==> src/hw/ulpiPkg.sv <==
package ulpiPkg;

    // Immediate register write command, bits [7:6] of the TXCMD byte
    localparam logic [1:0] ULPI_CMD_REGWRITE = 2'b10;

    // One PHY register write
    typedef struct packed {
        // PHY register address
        logic [5:0] addr;
        // Data byte to store
        logic [7:0] value;
    } regWriteT;

    // Link-to-PHY side of the ULPI bus
    typedef struct packed {
        logic [7:0] data;
        logic       stp;
    } ulpiTxT;

    // Queue sizing
    localparam int FIFO_DEPTH = 4;
    localparam int FIFO_PTR_W = $clog2(FIFO_DEPTH);
    // Count has to reach FIFO_DEPTH itself
    localparam int FIFO_CNT_W = $clog2(FIFO_DEPTH + 1);

    // Init table sizing
    localparam int INIT_COUNT = 3;
    localparam int INIT_IDX_W = $clog2(INIT_COUNT + 1);

    // PHY configuration written once after reset, in order
    localparam regWriteT PHY_INIT_TABLE [INIT_COUNT] = '{
        // Function control
        // HS transceiver, non-driving opmode, SuspendM high
        '{addr: 6'h04, value: 8'h48},
        // OTG control
        // Pulldowns and VBUS drive off
        '{addr: 6'h0A, value: 8'h00},
        // Interface control
        // Plain 8-bit SDR interface
        '{addr: 6'h07, value: 8'h00}
    };

endpackage

==> src/hw/phyInitSequencer.sv <==
`timescale 1ns/10ps

module phyInitSequencer (
    input  logic               clk_ULPI,
    input  logic               rst,
    // Host side
    input  logic               hostWrite,
    input  ulpiPkg::regWriteT  hostReq,
    output logic               hostReady,
    // Queue side
    input  logic               full,
    output logic               push,
    output ulpiPkg::regWriteT  pushReq
);

    // Position in the init table
    logic [ulpiPkg::INIT_IDX_W-1:0] initIdx;
    // Whole table already queued
    logic initDone;

    assign initDone = (initIdx == ulpiPkg::INIT_IDX_W'(ulpiPkg::INIT_COUNT));

    // Host may strobe only once init is out and there is room
    assign hostReady = initDone && !full;

    // Init phase pushes every cycle with room
    // Host phase forwards accepted strobes only
    always_comb begin
        if (initDone) begin
            push    = hostWrite && hostReady;
            pushReq = hostReq;
        end else begin
            push    = !full;
            pushReq = ulpiPkg::PHY_INIT_TABLE[initIdx];
        end
    end

    // Table walk
    always_ff @(posedge clk_ULPI) begin
        if (!rst) begin
            initIdx <= '0;
        end else if (!initDone && !full) begin
            // Entry went into the queue this cycle
            initIdx <= initIdx + ulpiPkg::INIT_IDX_W'(1);
        end
    end

    // Queue never sees a push it cannot take
    pushOnlyWithRoom: assert property (
        @(posedge clk_ULPI) disable iff (!rst)
        push |-> !full
    );

endmodule

==> src/hw/regWriteFifo.sv <==
`timescale 1ns/10ps

module regWriteFifo #(
    parameter type payloadT = ulpiPkg::regWriteT
) (
    input  logic    clk_ULPI,
    input  logic    rst,
    // Write side
    input  logic    push,
    input  payloadT pushData,
    output logic    full,
    // Read side, head shown ahead of the pop
    input  logic    pop,
    output payloadT headData,
    output logic    empty
);

    // Storage
    payloadT mem [ulpiPkg::FIFO_DEPTH];

    // Pointers and fill level
    logic [ulpiPkg::FIFO_PTR_W-1:0] wrPtr;
    logic [ulpiPkg::FIFO_PTR_W-1:0] rdPtr;
    logic [ulpiPkg::FIFO_CNT_W-1:0] count;

    // Effective operations
    logic doPush;
    logic doPop;

    assign full  = (count == ulpiPkg::FIFO_CNT_W'(ulpiPkg::FIFO_DEPTH));
    assign empty = (count == '0);

    assign doPush = push && !full;
    assign doPop  = pop && !empty;

    // First word falls through
    assign headData = mem[rdPtr];

    // Entry write
    always_ff @(posedge clk_ULPI) begin
        if (doPush) begin
            mem[wrPtr] <= pushData;
        end
    end

    // Pointer and count update, wrap at depth
    always_ff @(posedge clk_ULPI) begin
        if (!rst) begin
            wrPtr <= '0;
            rdPtr <= '0;
            count <= '0;
        end else begin
            if (doPush) begin
                wrPtr <= (wrPtr == ulpiPkg::FIFO_PTR_W'(ulpiPkg::FIFO_DEPTH - 1)) ?
                         '0 : wrPtr + 1'b1;
            end
            if (doPop) begin
                rdPtr <= (rdPtr == ulpiPkg::FIFO_PTR_W'(ulpiPkg::FIFO_DEPTH - 1)) ?
                         '0 : rdPtr + 1'b1;
            end
            // Simultaneous push and pop leave the level alone
            case ({doPush, doPop})
                2'b10:   count <= count + 1'b1;
                2'b01:   count <= count - 1'b1;
                default: count <= count;
            endcase
        end
    end

    // Reader must wait for data
    noPopWhenEmpty: assert property (
        @(posedge clk_ULPI) disable iff (!rst)
        pop |-> !empty
    );

    // Writer must respect full
    noPushWhenFull: assert property (
        @(posedge clk_ULPI) disable iff (!rst)
        push |-> !full
    );

endmodule

==> src/hw/ulpiLinkTop.sv <==
`timescale 1ns/10ps

module ulpiLinkTop (
    input  logic               clk_ULPI,
    input  logic               rst,
    // Host side
    input  logic               hostWrite,
    input  ulpiPkg::regWriteT  hostReq,
    output logic               hostReady,
    // ULPI pins
    input  logic               dir,
    input  logic               nxt,
    output ulpiPkg::ulpiTxT    ulpiTx,
    output logic               busy
);

    // Sequencer to queue
    logic              push;
    ulpiPkg::regWriteT pushReq;
    logic              full;

    // Queue to writer
    logic              pop;
    ulpiPkg::regWriteT headReq;
    logic              empty;

    // Init table first, host writes after
    phyInitSequencer phyInitSequencer_inst (
        .clk_ULPI  (clk_ULPI),
        .rst       (rst),
        .hostWrite (hostWrite),
        .hostReq   (hostReq),
        .hostReady (hostReady),
        .full      (full),
        .push      (push),
        .pushReq   (pushReq)
    );

    // Pending register writes
    regWriteFifo #(
        .payloadT (ulpiPkg::regWriteT)
    ) regWriteFifo_inst (
        .clk_ULPI (clk_ULPI),
        .rst      (rst),
        .push     (push),
        .pushData (pushReq),
        .full     (full),
        .pop      (pop),
        .headData (headReq),
        .empty    (empty)
    );

    // One ULPI transaction per queued write
    ulpiRegWrite ulpiRegWrite_inst (
        .clk_ULPI (clk_ULPI),
        .rst      (rst),
        .empty    (empty),
        .headReq  (headReq),
        .pop      (pop),
        .dir      (dir),
        .nxt      (nxt),
        .ulpiTx   (ulpiTx),
        .busy     (busy)
    );

endmodule

==> src/hw/ulpiRegWrite.sv <==
`timescale 1ns/10ps

module ulpiRegWrite (
    input  logic               clk_ULPI,
    input  logic               rst,
    // Queue side
    input  logic               empty,
    input  ulpiPkg::regWriteT  headReq,
    output logic               pop,
    // ULPI side
    input  logic               dir,
    input  logic               nxt,
    output ulpiPkg::ulpiTxT    ulpiTx,
    output logic               busy
);

    // Register write transaction steps
    typedef enum logic [1:0] {
        stIdle,
        stTxCmd,
        stData,
        stStop
    } stateT;

    stateT state;

    // Data byte held until the PHY takes the TXCMD
    logic [7:0] valueQ;

    // Start only with work queued and the bus ours
    assign pop  = (state == stIdle) && !empty && !dir;
    assign busy = (state != stIdle);

    // Payload capture on pop
    always_ff @(posedge clk_ULPI) begin
        if (pop) begin
            valueQ <= headReq.value;
        end
    end

    // Sequencing and bus outputs, all on the rising edge
    always_ff @(posedge clk_ULPI) begin
        if (!rst) begin
            state  <= stIdle;
            ulpiTx <= '0;
        end else begin
            // STP follows the stop state by one cycle
            ulpiTx.stp <= (state == stStop);
            case (state)
                stIdle: begin
                    if (pop) begin
                        state       <= stTxCmd;
                        ulpiTx.data <= {ulpiPkg::ULPI_CMD_REGWRITE, headReq.addr};
                    end else begin
                        ulpiTx.data <= '0;
                    end
                end
                stTxCmd: begin
                    // PHY took the command byte
                    if (nxt) begin
                        state       <= stData;
                        ulpiTx.data <= valueQ;
                    end
                end
                stData: begin
                    // PHY took the data byte
                    if (nxt) begin
                        state       <= stStop;
                        ulpiTx.data <= '0;
                    end
                end
                stStop: begin
                    // Back to idle while STP is out
                    state       <= stIdle;
                    ulpiTx.data <= '0;
                end
                default: begin
                    state       <= stIdle;
                    ulpiTx.data <= '0;
                end
            endcase
        end
    end

    // STP is a lone pulse on a quiet data bus
    stpSinglePulse: assert property (
        @(posedge clk_ULPI) disable iff (!rst)
        ulpiTx.stp |-> (ulpiTx.data == '0) ##1 !ulpiTx.stp
    );

endmodule

==> config.mk <==
export PLATFORM = sky130hd
export DESIGN_NAME = ulpiLinkTop
export DESIGN_NICKNAME = d
export VERILOG_FILES = /design/src/hw/ulpiPkg.sv /design/src/hw/phyInitSequencer.sv /design/src/hw/regWriteFifo.sv /design/src/hw/ulpiLinkTop.sv /design/src/hw/ulpiRegWrite.sv
export SDC_FILE = /design/constraint.sdc
export NUM_CORES = 1
export LEC_CHECK = 0
export BUFFER_PORTS_ARGS = -buffer_cell sky130_fd_sc_hd__buf_2
export CORE_UTILIZATION = 50
export CTS_CLUSTER_DIAMETER = 40
export DETAILED_ROUTE_END_ITERATION = 7
export MAX_ROUTING_LAYER = met4
export PLACE_DENSITY = 0.71
export SLEW_MARGIN = 20
export SYNTH_ARGS = -nofsm -noshare
export SYNTH_HDL_FRONTEND = slang
export SYNTH_HIERARCHICAL = 1
export SYNTH_SLANG_ARGS = --single-unit
export TNS_END_PERCENT = 100
==> constraint.sdc <==
create_clock -name clk_ULPI -period 2.9 [get_ports clk_ULPI]
set_input_delay 0.145 -clock clk_ULPI [delete_from_list [all_inputs] [get_ports clk_ULPI]]
set_output_delay 0.145 -clock clk_ULPI [all_outputs]
set_load 0.01 [all_outputs]
## Word level (Yosys, flattened, before mapping)

Memory sizes are Yosys's and may differ from the RTL's. A register that Yosys moved wholly into a read port is not among the register bits.
Index checks and enable logic that the tools add are counted.

- Memories kept: 1
- Bits in latches: 0
- Bits in writable memories: 56
- Bits in registers: 28
- Memory bits (read-only): 0
- Word-level logic and storage cells: 65

- Eq/ne operators: 12
- Shifts and indexed selects: 0
- Bitwise operators: 1
- Div/mod/pow operators: 0
- Multipliers: 0
- Reductions and logical operators: 17
- Magnitude comparators: 1
- Multiplexer cells: 20
- Add/subtract/negate cells: 5

Memory list:

| memory | words | width | read ports | clocked after memory_dff | write ports | line | text |
|---|---|---|---|---|---|---|---|
| regWriteFifo_inst.mem | 4 | 14 | 1 | 1 | 1 | regWriteFifo.sv:19 | `payloadT mem [ulpiPkg::FIFO_DEPTH];` |

Operator list:

| cell | number |
|---|---|
| $mux W14 | 3 |
| $pmux W8 S4 | 1 |
| $bmux W14 S2 | 1 |
| $mux W8 | 3 |
| $mux W2 | 7 |
| $eq A2 B2 Y1 const B | 6 |
| $pmux W2 S4 | 1 |
| $logic_and A1 B1 Y1 | 7 |
| $add A2 B1 Y2 const B | 3 |
| $ne A2 B2 Y1 const B | 3 |
| $pmux W3 S2 | 1 |
| $eq A2 B1 Y1 const B | 2 |
| $logic_not A1 Y1 | 4 |
| $reduce_bool A2 Y1 | 2 |
| $add A3 B1 Y3 const B | 1 |
| $eq A3 B3 Y1 const B | 1 |
| $ge A3 B3 Y1 const B | 1 |
| $logic_not A3 Y1 | 1 |
| $mux W1 | 3 |
| $not A2 Y3 | 1 |
| $reduce_and A3 Y1 | 1 |
| $sub A3 B1 Y3 const B | 1 |
| $logic_not A2 Y1 | 1 |
| $reduce_and A2 Y1 | 1 |

## Longest topological paths before layout

- Word-level depth: 8
- Depth in mapped cells: 12

## Hierarchy

Netlist, hierarchy kept.

Modules (own cells, without submodules):

| module | instances | cells each | area each (um^2) |
|---|---|---|---|
| regWriteFifo | 1 | 129 | 2542.4 |
| ulpiRegWrite | 1 | 69 | 803.3 |
| phyInitSequencer | 1 | 38 | 277.8 |

## Worst setup path before layout

Ideal clock, no wire load.

- Path type: flip-flop to flip-flop
- Start point: reg ulpiRegWrite_inst.state[0]
- End point: reg regWriteFifo_inst/count[2] in the netlist's numbering
- Data required time: 2824 ps
- Period minus slack after synthesis: 2967 ps
- Path slack: -67 ps
- Stages on the path, launching flop included: 13
- Data arrival time: 2892 ps
- Cell sequence: dfxtp_1 inv_1 ha_1 inv_1 nor3_1 o31ai_1 inv_1 ha_1 inv_1 fa_1 xor2_1 or3_1 a21boi_0

- Longest elaborated chain between the ends: 6

Ends and longest elaborated chain:

| item | line | text |
|---|---|---|
| start: declaration | ulpiRegWrite.sv:25 | `stateT state;` |
| start signal: assignment | ulpiRegWrite.sv:44 | `state <= stIdle;` |
| start signal: assignment | ulpiRegWrite.sv:52 | `state <= stTxCmd;` |
| start signal: assignment | ulpiRegWrite.sv:61 | `state <= stData;` |
| $logic_not A2 Y1 (*) | ulpiRegWrite.sv:31 | `assign pop = (state == stIdle) && !empty && !dir;` |
| $logic_and A1 B1 Y1 (*) (2 in series) | ulpiRegWrite.sv:31 |  |
| named net pop | ulpiLinkTop.sv:23 | `logic pop;` |
| $logic_and A1 B1 Y1 (*) | regWriteFifo.sv:34 | `assign doPop = pop && !empty;` |
| $eq A2 B1 Y1 / $eq A2 B2 Y1 (equally long branches) | regWriteFifo.sv:62 | `case ({doPush, doPop})` |
| $pmux W3 S2 / $reduce_bool A2 Y1 (equally long branches) | - |  |
| end signal: assignment | regWriteFifo.sv:63 | `2'b10: count <= count + 1'b1;` |
| end signal: assignment | regWriteFifo.sv:64 | `2'b01: count <= count - 1'b1;` |
| end signal: assignment | regWriteFifo.sv:65 | `default: count <= count;` |
| end: declaration | regWriteFifo.sv:24 | `logic [ulpiPkg::FIFO_CNT_W-1:0] count;` |

The timed path passes the listed nets; every way through them passes the cells marked *.
A chain may end at the register's enable or synchronous reset.

## Worst setup path after layout

Ends and elaborated chain as after synthesis.

==> impl_metrics.tcl <==
set metrics [dict create \
    placed_area_um2 3860 \
    clockBufferDepth 2 \
    synthCells 236 \
    finish.instance_area_um2 4050 \
    ys_seq_elements 86 \
    cp_top_family "adder cells" \
    die_x_um 87.1 \
    routedWlPerCell_um 15.2 \
    rsz0062_at_grt "false" \
    chipHeight_um 87.1 \
    synth_area_leaders "edfxtp_1, dfxtp_1, mux4_2" \
    dr_total_vias 1912 \
    h-tree-depth 3 \
    clock_sinks 86 \
    dp.cells 357 \
    io_pins 30 \
    fin_crit_ns 2.47 \
    cp.arrival_ns 2.74 \
    leakagePower_nw 1.53 \
    dp_hpwl_um 3870 \
    cts_resized 0 \
    syn-cell-area_um2 3620 \
    setup_viol 0 \
    async_reset_ff_share_pct 0 \
    clk_pin_slew_ns 0.09 \
    worstMarginPinSlew_ns 0.773 \
    rows 30 \
    grt_remaining_overflow 0 \
    drtIter0Drc 127 \
    crit_type "register to register" \
    synth.largest_area_cell "edfxtp_1" \
    postRouteAntennaNets 0 \
    r2r_slack_ns 0.43 \
    synth_cell_type_count 37 \
    clkLatencyLatePin_ns 0.35 \
    cts_hold_buf 0 \
    ir_drop_v 0.000444 \
    numCtsBuffers 9 \
    critPathRequiredTime_ns 3.17 \
    die_area_um2 7590 \
    cp_max_fo 5 \
    max_slew_margin_pct 48.5 \
    finalClockSkew_ns 0.0123 \
    clockRootBuffer "clkbuf_8" \
    p_seq_share_pct 52.7 \
    switching_share_pct 29.9 \
    ys_warn_count 6 \
    worst_setup_path_end_kind "register" \
    final_util_pct 58.6 \
    power_mw 3.91 \
    worstHoldPathType "primary input to register" \
    syn_to_final_growth_pct 11.7 \
    syn-num-nets 271 \
    crit_chain "inv_1, ha_1, inv_1, nor3_2, o31ai_1, inv_1, ha_1, inv_1, fa_1, xor2_1, or3_1, a21boi_0" \
    status "finished clean" \
    finalNetCount 307 \
    drv_slew 0 \
    grt_pass1_vias 1892 \
    track_usage_pct 17.8 \
    synth_edf_count 64 \
    synth.top_cell.area_share_pct 53.0 \
    hold_viol_final 0 \
    grt_max_degree 28 \
    synth_common_cells "edfxtp_1, dfxtp_1, and2_1, nand2_1" \
    coreArea_um2 6910 \
    critPathBufInv 4 \
    drt_pre_antenna_iters 4 \
    crit_path_top_delay_cell "fa_1" \
    pwr-share-comb_pct 28.1 \
    initial_core_util_pct 52.5 \
    synth.avg_cell_area_um2 15.4 \
    critPathLaunchType "register" \
    via_per_inst 5.13 \
    synth_ff_type "edfxtp_1" \
    place_congestion 0.710 \
    tritoncts "built" \
    pwr-share-clk_pct 19.3 \
    n_antenna_cell 0 \
    layout-drive-gt1-share_pct 24.2 \
    finalCritPeriodShare_pct 85.2 \
    p_int_mw 2.74 \
    place.port_buffers 29 \
    drc 0 \
    synth_most_common_cell "edfxtp_1" \
    slowest_delay_ns 0.37 \
    final_cells 373 \
    power_density_nw_per_um2 966 \
    maxCapViolCount 0 \
    hold_slack_ns 0.144 \
    cts_setup_buffers 0 \
    finalSetupTns_ns 0 \
    drt_wl_total_um 5670 \
    antenna_found_initial 0 \
    pre_cts_slack_ns 0.434 \
    fmax_mhz 405 \
    p_switching_mw 1.17 \
    seq_area_frac_synth_pct 65.2 \
    crit_top_cell "inv_1" \
    worst_slack_ns 0.430 \
    grt_pass1_wl_um 9310 \
]
layout by cell type, fill, tap and decap left out, types with 2 or more instances in the layout:
cell type | synthesis | layout
edfxtp_1 | 64 | 64
buf_2 | 3 | 29
dfxtp_1 | 22 | 22
and2_1 | 16 | 16
nand2_1 | 16 | 16
o21ai_0 | 15 | 15
ha_1 | 15 | 15
inv_1 | 14 | 14
mux4_2 | 10 | 10
clkbuf_8 | 0 | 9
a21oi_1 | 9 | 9
buf_4 | 1 | 7
a22oi_1 | 6 | 6
mux2_2 | 4 | 4
nor2b_1 | 4 | 4
mux4_1 | 4 | 4
mux2i_1 | 4 | 4
nor2_1 | 3 | 3
clkinvlp_4 | 0 | 2
or3_1 | 2 | 2
o31ai_1 | 2 | 2
nand3_1 | 2 | 2
state kept, by name (all words and copies together) (netlist names), named ones only:
register                       count
regWriteFifo_inst/mem             56
ulpiRegWrite_inst/ulpiTx           9
ulpiRegWrite_inst/valueQ           8
regWriteFifo_inst/count            3
phyInitSequencer_inst/initIdx      2
regWriteFifo_inst/rdPtr            2
regWriteFifo_inst/wrPtr            2
ulpiRegWrite_inst/state            2
path summary, 6_finish.rpt:
| check | startpoint | end | cells past startpoint |
|---|---|---|---|
| worst max register to register | ulpiRegWrite_inst/state[0] | regWriteFifo_inst/count[2] | 12 |
| worst min-delay path | hostReq[6] | regWriteFifo_inst/mem[3][6] | 3 |
| worst max-delay path | ulpiRegWrite_inst/state[0] | regWriteFifo_inst/count[2] | 12 |
| worst min register to register | regWriteFifo_inst/wrPtr[1] | regWriteFifo_inst/wrPtr[1] | 2 |
cells by family after synthesis:
| family | synth area share, % |
|---|---|
| AND/OR/NAND/NOR | 7.18 |
| buffers and inverters | 3.80 |
| AO/OA/AOI/OAI | 6.15 |
| flip-flops | 65.2 |
| multiplexers | 11.5 |
| XOR/XNOR | 0.484 |
| adder cells (fa/ha/maj) | 5.73 |
tightest hold or removal path, cell delays in order:
cell and delay, ns:
buf_2 0.07, nand2_1 0.04, nand2_1 0.11
cell type report:
cell class | count | area [µm²]
fill | 563 | 2860
tap | 96 | 120
clock inverter | 5 | 32.5
timing repair buffer | 36 | 198
multi-input combinational | 125 | 1130
inverter | 14 | 52.6
clock buffer | 11 | 153
sequential | 86 | 2360
power by group through the flow:
stage / Sequential (mW) / Clock [mW] / Combinational [mW]
2_1_floorplan: 2.04 / 0 / 0.823
3_3_place_gp: 2.08 / 0 / 1.10
3_5_place_dp: 2.09 / 0 / 1.11
4_1_cts: 2.07 / 0.776 / 1.11
5_1_grt: 2.11 / 0.829 / 1.22
6_report: 2.06 / 0.753 / 1.10
per-layer routing:
metal | track usage (%) | wire, µm | part of all wire [%] | vias to the layer above
li1 | - | - | - | 948
met1 | 22.6 | 2640 | 47 | 907
met2 | 27.3 | 2670 | 47 | 48
met3 | 5.40 | 266 | 4.7 | 9
met4 | 6.71 | 94 | 1.7 | 0
met5 | - | 0 | 0 | -
Power figures use the tool's default switching activity.
